--- config.mk ---
export PLATFORM = sky130hd
export DESIGN_NAME = spiMemory
export DESIGN_NICKNAME = d
export VERILOG_FILES = /design/src/source/spiMemoryPkg.sv /design/src/source/dataMemory.sv /design/src/source/inputConditioner.sv /design/src/source/spiMemory.sv /design/src/source/spiSequencer.sv /design/src/source/spiShifter.sv
export SDC_FILE = /design/constraint.sdc
export NUM_CORES = 1
export LEC_CHECK = 0
export ABC_CLOCK_PERIOD_IN_PS = 2910
export BUFFER_PORTS_ARGS = -buffer_cell sky130_fd_sc_hd__buf_4
export CAP_MARGIN = 15
export CORE_MARGIN = 10
export CORE_UTILIZATION = 64
export DETAILED_ROUTE_END_ITERATION = 16
export HOLD_SLACK_MARGIN = 0.15
export PLACE_DENSITY_LB_ADDON = 0.25
export SYNTH_ARGS = -nofsm -noshare
export SYNTH_HDL_FRONTEND = slang
export SYNTH_SLANG_ARGS = --single-unit
export TNS_END_PERCENT = 5
--- constraint.sdc ---
create_clock -name clk -period 2.91 [get_ports clk]
set_clock_uncertainty 0.2 [all_clocks]
set_input_delay 0.1455 -clock clk [delete_from_list [all_inputs] [get_ports clk]]
set_output_delay 0.1455 -clock clk [all_outputs]
set_load 0.05 [all_outputs]
--- src/source/spiMemoryPkg.sv ---
`default_nettype none

package spiMemoryPkg;

  // address field and word width of the SPI frame.
  localparam int addressWidth = 7;
  localparam int dataWidth = 8;

  localparam int memDepth = 128;

  // clk cycles a synchronized input must hold before it is accepted.
  localparam int debounceCycles = 3;

  typedef logic [addressWidth-1:0] spiAddress;
  typedef logic [dataWidth-1:0] spiData;

  typedef enum logic [2:0] {
    idle,
    getAddress,
    gotAddress,
    readLoad,
    readShift,
    writeGet,
    writeStore,
    done
  } sequencerState;

endpackage

`default_nettype wire

--- src/source/dataMemory.sv ---
`timescale 1ns/1ps
`default_nettype none

module dataMemory (
  input  wire                  clk,
  input  wire                  arstN,
  input  wire                  addressLoad,
  input  wire                  writeEnable,
  input  spiMemoryPkg::spiData dataIn,
  output spiMemoryPkg::spiData dataOut
);

  spiMemoryPkg::spiAddress address;
  spiMemoryPkg::spiData memory [spiMemoryPkg::memDepth];

  // the address sits in the upper bits, the low bit is read/write.
  always_ff @(posedge clk or negedge arstN) begin
    if (!arstN) begin
      address <= '0;
    end else if (addressLoad) begin
      address <= dataIn[spiMemoryPkg::dataWidth-1 -: spiMemoryPkg::addressWidth];
    end
  end

  // storage clears to zero on reset.
  always_ff @(posedge clk or negedge arstN) begin
    if (!arstN) begin
      for (int i = 0; i < spiMemoryPkg::memDepth; i++) begin
        memory[i] <= '0;
      end
    end else if (writeEnable) begin
      memory[address] <= dataIn;
    end
  end

  assign dataOut = memory[address];

endmodule

`default_nettype wire

--- src/source/inputConditioner.sv ---
`timescale 1ns/1ps
`default_nettype none

module inputConditioner #(
  parameter bit resetLevel = 1'b0
) (
  input  wire  clk,
  input  wire  arstN,
  input  wire  noisy,
  output logic conditioned,
  output logic risingEdge,
  output logic fallingEdge
);

  logic syncFirst;
  logic syncSecond;
  logic [$clog2(spiMemoryPkg::debounceCycles + 1)-1:0] stableCount;
  logic accept;

  // two-flop synchronizer.
  always_ff @(posedge clk or negedge arstN) begin
    if (!arstN) begin
      syncFirst <= resetLevel;
      syncSecond <= resetLevel;
    end else begin
      syncFirst <= noisy;
      syncSecond <= syncFirst;
    end
  end

  // new level has held long enough.
  assign accept = (syncSecond != conditioned) &&
                  (stableCount == spiMemoryPkg::debounceCycles - 1);

  always_ff @(posedge clk or negedge arstN) begin
    if (!arstN) begin
      stableCount <= '0;
      conditioned <= resetLevel;
      risingEdge <= 1'b0;
      fallingEdge <= 1'b0;
    end else begin
      risingEdge <= accept && syncSecond;
      fallingEdge <= accept && !syncSecond;
      if (syncSecond == conditioned || accept) begin
        stableCount <= '0;
      end else begin
        stableCount <= stableCount + 1'b1;
      end
      if (accept) begin
        conditioned <= syncSecond;
      end
    end
  end

endmodule

`default_nettype wire

--- src/source/spiMemory.sv ---
`timescale 1ns/1ps
`default_nettype none

module spiMemory (
  input  wire  clk,
  input  wire  arstN,
  input  wire  sclk,
  input  wire  cs,
  input  wire  mosi,
  output logic miso,
  output logic misoEnable
);

  logic sclkRise;
  logic sclkFall;
  logic csConditioned;
  logic mosiConditioned;
  logic addressLoad;
  logic shifterLoad;
  logic memWrite;
  spiMemoryPkg::spiData parallelOut;
  spiMemoryPkg::spiData memData;

  // only the sclk edges are needed.
  inputConditioner sclkConditioner_inst (
    .clk         (clk),
    .arstN       (arstN),
    .noisy       (sclk),
    .conditioned (),
    .risingEdge  (sclkRise),
    .fallingEdge (sclkFall)
  );

  // cs idles high, so it comes out of reset deselected.
  inputConditioner #(.resetLevel(1'b1)) csConditioner_inst (
    .clk         (clk),
    .arstN       (arstN),
    .noisy       (cs),
    .conditioned (csConditioned),
    .risingEdge  (),
    .fallingEdge ()
  );

  inputConditioner mosiConditioner_inst (
    .clk         (clk),
    .arstN       (arstN),
    .noisy       (mosi),
    .conditioned (mosiConditioned),
    .risingEdge  (),
    .fallingEdge ()
  );

  spiShifter spiShifter_inst (
    .clk          (clk),
    .arstN        (arstN),
    .shiftEnable  (sclkRise),
    .serialIn     (mosiConditioned),
    .parallelLoad (shifterLoad),
    .parallelIn   (memData),
    .parallelOut  (parallelOut),
    .misoUpdate   (sclkFall),
    .serialOut    (miso)
  );

  spiSequencer spiSequencer_inst (
    .clk           (clk),
    .arstN         (arstN),
    .csConditioned (csConditioned),
    .sclkRise      (sclkRise),
    .readWrite     (parallelOut[0]),
    .addressLoad   (addressLoad),
    .shifterLoad   (shifterLoad),
    .memWrite      (memWrite),
    .misoEnable    (misoEnable)
  );

  dataMemory dataMemory_inst (
    .clk         (clk),
    .arstN       (arstN),
    .addressLoad (addressLoad),
    .writeEnable (memWrite),
    .dataIn      (parallelOut),
    .dataOut     (memData)
  );

endmodule

`default_nettype wire

--- src/source/spiSequencer.sv ---
`timescale 1ns/1ps
`default_nettype none

module spiSequencer (
  input  wire  clk,
  input  wire  arstN,
  input  wire  csConditioned,
  input  wire  sclkRise,
  input  wire  readWrite,
  output logic addressLoad,
  output logic shifterLoad,
  output logic memWrite,
  output logic misoEnable
);

  spiMemoryPkg::sequencerState state;
  spiMemoryPkg::sequencerState nextState;
  logic [3:0] bitCount;
  logic lastBit;
  logic counting;

  assign lastBit = (bitCount == 4'(spiMemoryPkg::dataWidth - 1));

  assign counting = (state == spiMemoryPkg::getAddress) ||
                    (state == spiMemoryPkg::readShift) ||
                    (state == spiMemoryPkg::writeGet);

  always_comb begin
    nextState = state;
    // cs high aborts from anywhere.
    if (csConditioned) begin
      nextState = spiMemoryPkg::idle;
    end else begin
      case (state)
        spiMemoryPkg::idle: begin
          nextState = spiMemoryPkg::getAddress;
        end
        spiMemoryPkg::getAddress: begin
          if (sclkRise && lastBit) begin
            nextState = spiMemoryPkg::gotAddress;
          end
        end
        spiMemoryPkg::gotAddress: begin
          nextState = readWrite ? spiMemoryPkg::readLoad : spiMemoryPkg::writeGet;
        end
        spiMemoryPkg::readLoad: begin
          nextState = spiMemoryPkg::readShift;
        end
        spiMemoryPkg::readShift: begin
          if (sclkRise && lastBit) begin
            nextState = spiMemoryPkg::done;
          end
        end
        spiMemoryPkg::writeGet: begin
          if (sclkRise && lastBit) begin
            nextState = spiMemoryPkg::writeStore;
          end
        end
        spiMemoryPkg::writeStore: begin
          nextState = spiMemoryPkg::done;
        end
        spiMemoryPkg::done: begin
          nextState = spiMemoryPkg::done;
        end
        default: begin
          nextState = spiMemoryPkg::idle;
        end
      endcase
    end
  end

  always_ff @(posedge clk or negedge arstN) begin
    if (!arstN) begin
      state <= spiMemoryPkg::idle;
      bitCount <= '0;
    end else begin
      state <= nextState;
      // counter restarts on every state change.
      if (nextState != state) begin
        bitCount <= '0;
      end else if (counting && sclkRise) begin
        bitCount <= bitCount + 1'b1;
      end
    end
  end

  // strobes are registered on the transition that leaves each state.
  always_ff @(posedge clk or negedge arstN) begin
    if (!arstN) begin
      addressLoad <= 1'b0;
      shifterLoad <= 1'b0;
      memWrite <= 1'b0;
      misoEnable <= 1'b0;
    end else begin
      addressLoad <= (state == spiMemoryPkg::gotAddress) &&
                     (nextState != spiMemoryPkg::idle);
      shifterLoad <= (state == spiMemoryPkg::readLoad) &&
                     (nextState == spiMemoryPkg::readShift);
      memWrite <= (state == spiMemoryPkg::writeStore) &&
                  (nextState == spiMemoryPkg::done);
      misoEnable <= (nextState == spiMemoryPkg::readShift);
    end
  end

  memWriteSingle: assert property (
    @(posedge clk) disable iff (!arstN)
    memWrite |=> !memWrite
  ) else $error("memWrite held longer than one cycle");

  misoOnlyInRead: assert property (
    @(posedge clk) disable iff (!arstN)
    misoEnable |-> (state == spiMemoryPkg::readShift)
  ) else $error("misoEnable outside readShift");

  // address latch and write must never hit the memory together.
  loadWriteExclusive: assert property (
    @(posedge clk) disable iff (!arstN)
    !(addressLoad && memWrite)
  ) else $error("addressLoad and memWrite coincide");

endmodule

`default_nettype wire

--- src/source/spiShifter.sv ---
`timescale 1ns/1ps
`default_nettype none

module spiShifter (
  input  wire                  clk,
  input  wire                  arstN,
  input  wire                  shiftEnable,
  input  wire                  serialIn,
  input  wire                  parallelLoad,
  input  spiMemoryPkg::spiData parallelIn,
  output spiMemoryPkg::spiData parallelOut,
  input  wire                  misoUpdate,
  output logic                 serialOut
);

  spiMemoryPkg::spiData shiftReg;

  // load wins over shift, msb first on the wire.
  always_ff @(posedge clk or negedge arstN) begin
    if (!arstN) begin
      shiftReg <= '0;
    end else if (parallelLoad) begin
      shiftReg <= parallelIn;
    end else if (shiftEnable) begin
      shiftReg <= {shiftReg[spiMemoryPkg::dataWidth-2:0], serialIn};
    end
  end

  assign parallelOut = shiftReg;

  // miso only moves after falling sclk, so it is steady at the master's
  // rising-edge sample.
  always_ff @(posedge clk or negedge arstN) begin
    if (!arstN) begin
      serialOut <= 1'b0;
    end else if (misoUpdate) begin
      serialOut <= shiftReg[spiMemoryPkg::dataWidth-1];
    end
  end

  // the sequencer schedules the load well clear of any sclk edge.
  loadShiftExclusive: assert property (
    @(posedge clk) disable iff (!arstN)
    !(parallelLoad && shiftEnable)
  ) else $error("shifter load and shift in the same cycle");

endmodule

`default_nettype wire

-- Yosys cells after proc, flatten, opt, wreduce, memory -nomap -nowiden
Index checks and enable logic that the tools add are counted.
- order comparisons: 2
- $add $sub $neg: 4
- multiplexer cells: 19
- equal/unequal tests: 20
- bitwise logic cells: 1
- reductions and logical operators: 22
- operators with widths (kind ; count):
    $bwmux W1024 ; 1
    $bmux W8 S7 ; 1
    $demux W8 S7 ; 1
    $mux W8 ; 5
    $pmux W3 S7 ; 1
    $eq A3 B3 Y1 const B ; 6
    $mux W3 ; 5
    $logic_and A1 B1 Y1 ; 11
    $ge A8 B8 Y1 const B ; 1
    $lt A8 B1 Y1 const B ; 1
    $mux W4 ; 2
    $not A7 Y8 ; 1
    $add A2 B1 Y2 const B ; 3
    $eq A2 B2 Y1 const B ; 3
    $eq A3 B2 Y1 const B ; 2
    $mux W2 ; 3
    $logic_or A1 B1 Y1 ; 5
    $add A4 B1 Y4 const B ; 1
    $eq A4 B3 Y1 const B ; 1
    $reduce_bool A2 Y1 ; 2
    $eq A1 B1 Y1 ; 3
    $eq A3 B1 Y1 const B ; 1
    $logic_not A3 Y1 ; 1
    $ne A1 B1 Y1 ; 3
    4 further kinds ; 4
- word-level logic and storage cells: 219
- output and inout port bits: 2
- register bits after elaboration: 1068
- input bits: 5

-- Depth between registers and ports, before layout
Gate-level depths: netlist of the first run.
- word-level depth: 7
- mapped depth: 10
- gate-level depth less buffers: 7

-- By module
From an unflattened synthesis of the first run, not the netlist that was laid out.
- cells, all modules: 3759
- area, all modules: 49382.4 um^2
- by module, submodules not included (module ; times used ; area each (um^2) ; sequential area each (um^2) ; cells each):
    dataMemory ; 1 ; 47700.7 ; 25799.7 ; 3620
    spiSequencer ; 1 ; 566.8 ; 275.3 ; 52
    inputConditioner at mosiConditioner_inst ... ; 2 ; 234.0 ; 175.2 ; 17
    spiShifter ; 1 ; 409.1 ; 225.2 ; 36
    inputConditioner at csConditioner_inst ; 1 ; 237.7 ; 178.9 ; 17

-- Worst setup path before layout of the first run
Ideal clock, no wire load.
- path type: register to register
- from: register dataMemory_inst.address[0]
- to: register spiShifter_inst.shiftReg[0], in the netlist spiShifter_inst.parallelOut[0]
- stages on the path, launching flop included: 11
- arrival time: 1.873 ns
- path slack: 0.703 ns
- path buffers: 4
- period minus slack after synthesis: 2.207 ns
- required time: 2.576 ns
- setup time: 0.134 ns
- path through: dfrtp_1 > clkbuf_1 > buf_6 > buf_6 > buf_2 > mux2i_1 > o22ai_1 > o21ai_0 > a41oi_1 > o41ai_1 > o21ai_1
- longest elaborated chain between the ends: 5
- RTL lines (what ; line ; text):
    from (decl) ; dataMemory.sv:13 ; spiMemoryPkg::spiAddress address;
    from (signal assigned) ; dataMemory.sv:21 ; address <= dataIn[spiMemoryPkg::dataWidth-1 -: spiMemoryPkg::addressWidth];
    $not A7 Y8 (not written as such) ; dataMemory.sv:36 ; assign dataOut = memory[address];
    $bmux W8 S7 ; dataMemory.sv:36 ;
    $mux W8 (not written as such) (2 in a row) ; dataMemory.sv:36 ;
    $mux W8 ; spiShifter.sv:22 ; end else if (parallelLoad) begin
    to (signal assigned) ; spiShifter.sv:23 ; shiftReg <= parallelIn;
    to (signal assigned) ; spiShifter.sv:25 ; shiftReg <= {shiftReg[spiMemoryPkg::dataWidth-2:0], serialIn};
    to (decl) ; spiShifter.sv:16 ; spiMemoryPkg::spiData shiftReg;
No other way between the ends. The select of a mux whose other input is x is not followed.
A chain may end at the register's enable or synchronous reset.

-- Final worst setup path of the first run
- from: register dataMemory_inst.address[0]
- to: register spiShifter_inst.shiftReg[2], in the netlist spiShifter_inst.parallelOut[2]
Same word-level chain as after synthesis.

==> impl_metrics.toml, run 1 <==
[floorplanning]
die_h_um = 297
core_area_um2 = 75900
num_io_pins = 7
initial_core_util = 0.647
dieArea_um2 = 88200
fp.dieW_um = 297
fp-row-count = 101

[timing]
relSlewSlack = 0.243
setup_viol = 1
max_freq_mhz = 342
slew_viol_final = 0
timing_hold_violations_final = 0
setup_slack_ns = -0.0117
layout_min_cycle_time_ns = 2.92
max_slew.worst_pin.slew_ns = 1.14
rsz0062_at_grt = "true"
final.period_utilization = 1.00

[global_routing]
grt_first_pass_wirelength_um = 200000
grt-busiest-layer = "met2"
grt_use_met2 = 0.464
grt_use_met1 = 0.368
grt_overflow = 0
antenna_found_initial = 0
first_global_vias = 34200
grt_use_total = 0.287
grt_max_degree = 135
grt_util_met3 = 0.0636

[power_and_ir_drop]
pwr-share-comb = 0.048
p_int_uw = 24100
power_switching_uw = 7630
cellPowerDensity_nw_per_um2 = 567
seqPwrFrac = 0.489
switching_share = 0.241
clockPowerShare = 0.464
p_leak_uw = 0.0253
power_uw = 31700
ir_worst_vdd_mv = 0.661

[final_layout]
drive_above_1_share = 0.412
nets = 3688
layout_common_cells = "dfrtp_1 (1055), mux2_2 (972), mux2i_1 (517)"
areaGrowthSynthToFinish_pct = 13.8
diodes = 0
layout_commonest_cell = "dfrtp_1"

[yosys]
synth_area_leader_cell = "dfrtp_1"
ys_seq_elements = 1068
synth_edf_count = 0
avgSynthCellArea_um2 = 13.7
synthCells = 3573
synthArstFlopShare = 1.00
syn_nets = 3582
synth_top_area_frac = 0.543
synth_top_flop_cell = "dfrtp_1"
seq_area_frac_synth = 0.544
synth_area_um2 = 49100
yosysWarningCount = 0
synth_cell_types = 52
yosys-top-cells-area = "dfrtp_1 (54%), mux2_2 (22%), mux2i_1 (11%)"

[detailed_routing]
antenna_left = 0
wl_per_cell_um = 26.8
drt_wl_total_um = 129000
viasPerCell = 6.53
dr.first_iter.drc_count = 2461
firstDrtPassIters = 7
route.detailed.drc = 0
vias = 31300

[worst_setup_path]
crit_fanout = 30
worstSetupStartpointType = "flip-flop"
regToRegSetupSlack_ns = -0.01
cp.required_ns = 3.22
critPathCaptureType = "flip-flop"
crit_arrival_ns = 3.23
critPathKind = "reg -> reg"

[clock_tree]
htreeDepth = 3
path_clk_slew_ns = 0.06
clk_path_buf_depth = 3
tritoncts.num_buffers = 109
cts.sinks = 1068
post_cts_buffers = 0
cts_tree = "yes"
clk_latency_ns = 0.68
ctsRootBufferMaster = "clkbuf_16"

[job]
drv_cap = 0

[place]
routabilityCongestion = 0.885
pre_cts_ws_ns = -0.255
hpwl_um = 81900
port-buffer-count = 6

[run_status]
violations = "negative setup slack"
status = "finished, violations left"

[min_path]
hold_path_class = "reg -> reg"
-- cells in the mapped netlist (5+ instances only) --
| master | number |
|---|---|
| mux2_2 | 972 |
| buf_1 | 11 |
| nand3_2 | 6 |
| nand2b_1 | 12 |
| a41oi_1 | 32 |
| clkbuf_1 | 165 |
| buf_2 | 62 |
| nor3_4 | 6 |
| nand2_1 | 52 |
| nor2_1 | 23 |
| o21ai_1 | 8 |
| xor2_1 | 5 |
| buf_6 | 11 |
| mux2i_1 | 521 |
| nor3_1 | 5 |
| o21ai_0 | 132 |
| nor2_4 | 21 |
| nor2b_1 | 8 |
| dfrtp_1 | 1065 |
| nor2_2 | 34 |
| buf_4 | 21 |
| o22ai_1 | 256 |
| nand2_2 | 31 |
| mux2_1 | 62 |
| o41ai_1 | 8 |
-- layer usage --
layer | share of wire | wire (µm) | vias to the layer above
met5 | 0 | 0 | -
met4 | 0.043 | 5520 | 0
met3 | 0.068 | 8730 | 339
met2 | 0.48 | 61900 | 1098
met1 | 0.41 | 52400 | 16500
li1 | - | - | 13400
-- state kept, by name, summed over array words and instances (netlist names), 2 cells and up --
register / count
dataMemory_inst.memory: 1024
spiShifter_inst.parallelOut: 8
dataMemory_inst.address: 7
spiSequencer_inst.bitCount: 4
spiSequencer_inst.state: 3
csConditioner_inst.stableCount: 2
mosiConditioner_inst.stableCount: 2
sclkConditioner_inst.stableCount: 2
-- power groups by stage --
stage	clock [µW]	combinational, µW	sequential (µW)
final	14700	1510	15500
after CTS	14900	1500	15500
after global routing	15500	1610	15500
after global placement	0	1400	15700
after detailed placement	0	1470	15800
after floorplan	0	884	15300
-- per-stage QoR --
stage	instances	util	setup TNS [ns]	instance area (µm²)	hold slack, ns
2_1_floorplan	3573	-	0	49100	-0.350
3_3_place_gp	4588	0.682	-0.674	51800	-0.109
3_5_place_dp	4588	0.682	-0.636	51800	-0.103
4_1_cts	4800	0.734	-0.132	55800	0.158
5_1_grt	4801	0.736	-0.0636	55900	0.160
6_report	4801	0.736	-0.0117	55900	0.155
-- logic make-up after synthesis --
group / after synthesis / share of synthesized area
adder cells (fa/ha/maj): 4 / 0.00102
multiplexers: 1555 / 0.343
flip-flops: 1068 / 0.544
AO/OA/AOI/OAI: 440 / 0.0545
XOR/XNOR: 6 / 0.00107
buffers and inverters: 275 / 0.0259
AND/OR/NAND/NOR: 225 / 0.0301
-- worst paths after layout --
| path | from | endpoint | cells after the start |
|---|---|---|---|
| hold reg to reg | sclkConditioner_inst.syncFirst | sclkConditioner_inst.syncSecond | 0 |
| max in group asynchronous | arstN | dataMemory_inst.address[0] | 4 |
| setup / recovery | dataMemory_inst.address[0] | spiShifter_inst.parallelOut[2] | 9 |
| hold / removal | sclkConditioner_inst.syncFirst | sclkConditioner_inst.syncSecond | 0 |
| min in group asynchronous | arstN | dataMemory_inst.memory[174] | 4 |
| setup reg to reg | dataMemory_inst.address[0] | spiShifter_inst.parallelOut[2] | 9 |
-- final cells by class --
| type | count | area, µm² |
|---|---|---|
| Tap cell | 1030 | 1290 |
| Timing Repair Buffer | 266 | 2740 |
| Clock inverter | 42 | 609 |
| Clock buffer | 161 | 3200 |
| Inverter | 4 | 15.0 |
| Multi-Input combinational cell | 2230 | 21300 |
| Fill cell | 4770 | 20000 |
| Sequential cell | 1068 | 26800 |
-- worst max-delay path, cell delays in order (launching register included) --
cell and delay, ns:
dfrtp_4 0.49, buf_12 0.21, buf_16 0.25, buf_16 0.21, mux2i_1 0.29, o22ai_1 0.13
o21ai_2 0.23, a41oi_2 0.25, o41ai_2 0.34, o21ai_1 0.11
-- timing repair --
action / in CTS / in global routing
resized for setup: 18 / 38
pin swaps: 1 / 0
gates cloned: 0 / 1
endpoints found under the hold margin: 1068 / 0
setup endpoints to repair: 8 / 8
hold buffers: 9 / 0
Note: power is estimated with default switching activity, not from simulation.
==> run 2, diff against run 1 <==
--- a/config.mk
+++ b/config.mk
@@ -5,11 +5,11 @@
 export SDC_FILE = /design/constraint.sdc
 export NUM_CORES = 1
 export LEC_CHECK = 0
-export ABC_CLOCK_PERIOD_IN_PS = 2910
+export ABC_CLOCK_PERIOD_IN_PS = 2500
 export BUFFER_PORTS_ARGS = -buffer_cell sky130_fd_sc_hd__buf_4
 export CAP_MARGIN = 15
 export CORE_MARGIN = 10
-export CORE_UTILIZATION = 64
+export CORE_UTILIZATION = 58
 export DETAILED_ROUTE_END_ITERATION = 16
 export HOLD_SLACK_MARGIN = 0.15
 export PLACE_DENSITY_LB_ADDON = 0.25
==> constraint.sdc (replaced) <==
create_clock -name clk -period 2.5 [get_ports clk]
set_clock_uncertainty 0.2 [all_clocks]
set_input_delay 0.125 -clock clk [delete_from_list [all_inputs] [get_ports clk]]
set_output_delay 0.125 -clock clk [all_outputs]
set_load 0.05 [all_outputs]
==> impl_metrics.toml, run 2 (synthesis gave the netlist of run 1 again) <==
[power_and_ir_drop]
ir_worst_vdd_mv = 0.624
p_leak_uw = 0.0265
power_uw = 37600
cellPowerDensity_nw_per_um2 = 641

[timing]
tns_ns = -5.18
relSlewSlack = 0.405
layout_min_cycle_time_ns = 2.80
setup_viol = 118
max_slew.worst_pin.slew_ns = 0.892
rsz0062_at_grt = "true"
timing_hold_violations_final = 0
final.period_utilization = 1.12
max_freq_mhz = 357
whs_ns = 0.159
setup_slack_ns = -0.301
slew_viol_final = 0

[clock_tree]
htreeDepth = 3
clk_path_buf_depth = 3
cts_tree = "yes"
tritoncts.num_buffers = 111
path_clk_slew_ns = 0.06
clk_latency_ns = 0.69
ctsRootBufferMaster = "clkbuf_16"
cts.sinks = 1068

[place]
hpwl_um = 85100
port-buffer-count = 6
routabilityCongestion = 0.933

[worst_setup_path]
critPathCaptureType = "flip-flop"
cp.required_ns = 2.83
crit_arrival_ns = 3.13
path_delay_family = "compound AO/OA/AOI/OAI gates"
crit_fanout = 7
regToRegSetupSlack_ns = -0.30
path_buf_inv = 5
cpMaxStageDelayCell = "dfrtp_4"
crit_path_cell_trace = "buf_12 > buf_16 > buf_16 > buf_12 > mux2i_1 > o22ai_1 > o21ai_1 > buf_4 > a41oi_4 > o41ai_2 > o21ai_1"
critPathKind = "reg -> reg"
slowest_delay_ns = 0.50
worstSetupStartpointType = "flip-flop"

[floorplanning]
initial_core_util = 0.586
die_h_um = 311
fp-row-count = 106
dieArea_um2 = 96700
num_io_pins = 7
core_area_um2 = 83800
fp.dieW_um = 311

[global_routing]
first_global_vias = 33600
grt_first_pass_wirelength_um = 205000
grt_max_degree = 131
antenna_found_initial = 1
grt_overflow = 0
grt_use_total = 0.268

[detailed_routing]
vias = 31800
drt_wl_total_um = 133000
dr.first_iter.drc_count = 2522
viasPerCell = 6.31
firstDrtPassIters = 7
wl_per_cell_um = 26.4
antenna_left = 0
route.detailed.drc = 0

[final_layout]
utilization = 0.699
top_register = "dataMemory_inst.memory"
drive_above_1_share = 0.460
areaGrowthSynthToFinish_pct = 19.3
largest_reg_flops = 1024
layout_common_cells = "dfrtp_1 (1055), mux2_2 (972), mux2i_1 (482)"
nets = 3818
diodes = 0
layout_commonest_cell = "dfrtp_1"

[job]
drv_cap = 0

[run_status]
status = "finished, violations left"
violations = "negative setup slack"

[min_path]
hold_path_class = "reg -> reg"
[run 2: changes by cell type in the layout (fill, tap and decap cells not counted), sizes merged]
| cell | delta |
|---|---|
| clkbuf | +4 |
| clkinvlp | +4 |
| inv | -6 |
| bufbuf | +2 |
| buf | +123 |
| bufinv | +2 |
[run 2: path summary, 6_finish.rpt]
kind	cells after the start	to	from
worst max register to register	11	spiShifter_inst.parallelOut[5]	dataMemory_inst.address[0]
worst min register to register	0	mosiConditioner_inst.syncSecond	mosiConditioner_inst.syncFirst
min in group asynchronous	4	dataMemory_inst.memory[147]	arstN
worst min-delay path	0	mosiConditioner_inst.syncSecond	mosiConditioner_inst.syncFirst
max in group asynchronous	4	dataMemory_inst.memory[861]	arstN
worst max-delay path	11	spiShifter_inst.parallelOut[5]	dataMemory_inst.address[0]
[run 2: routing by layer]
| metal | global-route usage | vias up | wire length (µm) |
|---|---|---|---|
| met5 | 0 | - | 0 |
| met2 | 0.433 | 1074 | 64200 |
| met3 | 0.0441 | 303 | 7810 |
| met4 | 0.104 | 0 | 5030 |
| li1 | - | 13700 | - |
| met1 | 0.359 | 16700 | 56100 |
[run 2: final cells by class]
class / count / area (µm²)
Clock buffer: 162 / 3340
Clock inverter: 42 / 618
Fill cell: 5564 / 25200
Inverter: 4 / 15.0
Multi-Input combinational cell: 2230 / 21900
Sequential cell: 1068 / 26800
Tap cell: 1134 / 1420
Timing Repair Buffer: 394 / 4540
[run 2: power by group]
part           total (µW)  internal [µW]  switching [µW]  leakage, µW
Combinational        2010            455            1550      0.00966
Clock               17700          10800            6920      0.00195
Sequential          17900          17400             458       0.0149
Total               37600          28600            8940       0.0265
[run 2: through the flow]
stage                     setup WS, ns  instances  instance area (µm²)
after floorplan                  0.293       3573                49100
after global placement          -0.608       4789                53000
after detailed placement        -0.619       4789                53000
after CTS                       -0.284       5017                57800
after global routing            -0.436       5034                58600
final                           -0.301       5034                58600
[run 2: repair_timing]
action | CTS | global route
setup buffers | 7 | 15
hold buffers | 9 | 0
pin swaps | 10 | 34
endpoints found under the hold margin | 1071 | 0
resized for setup | 109 | 166
gates cloned | 8 | 4
setup endpoints to repair | 721 | 485
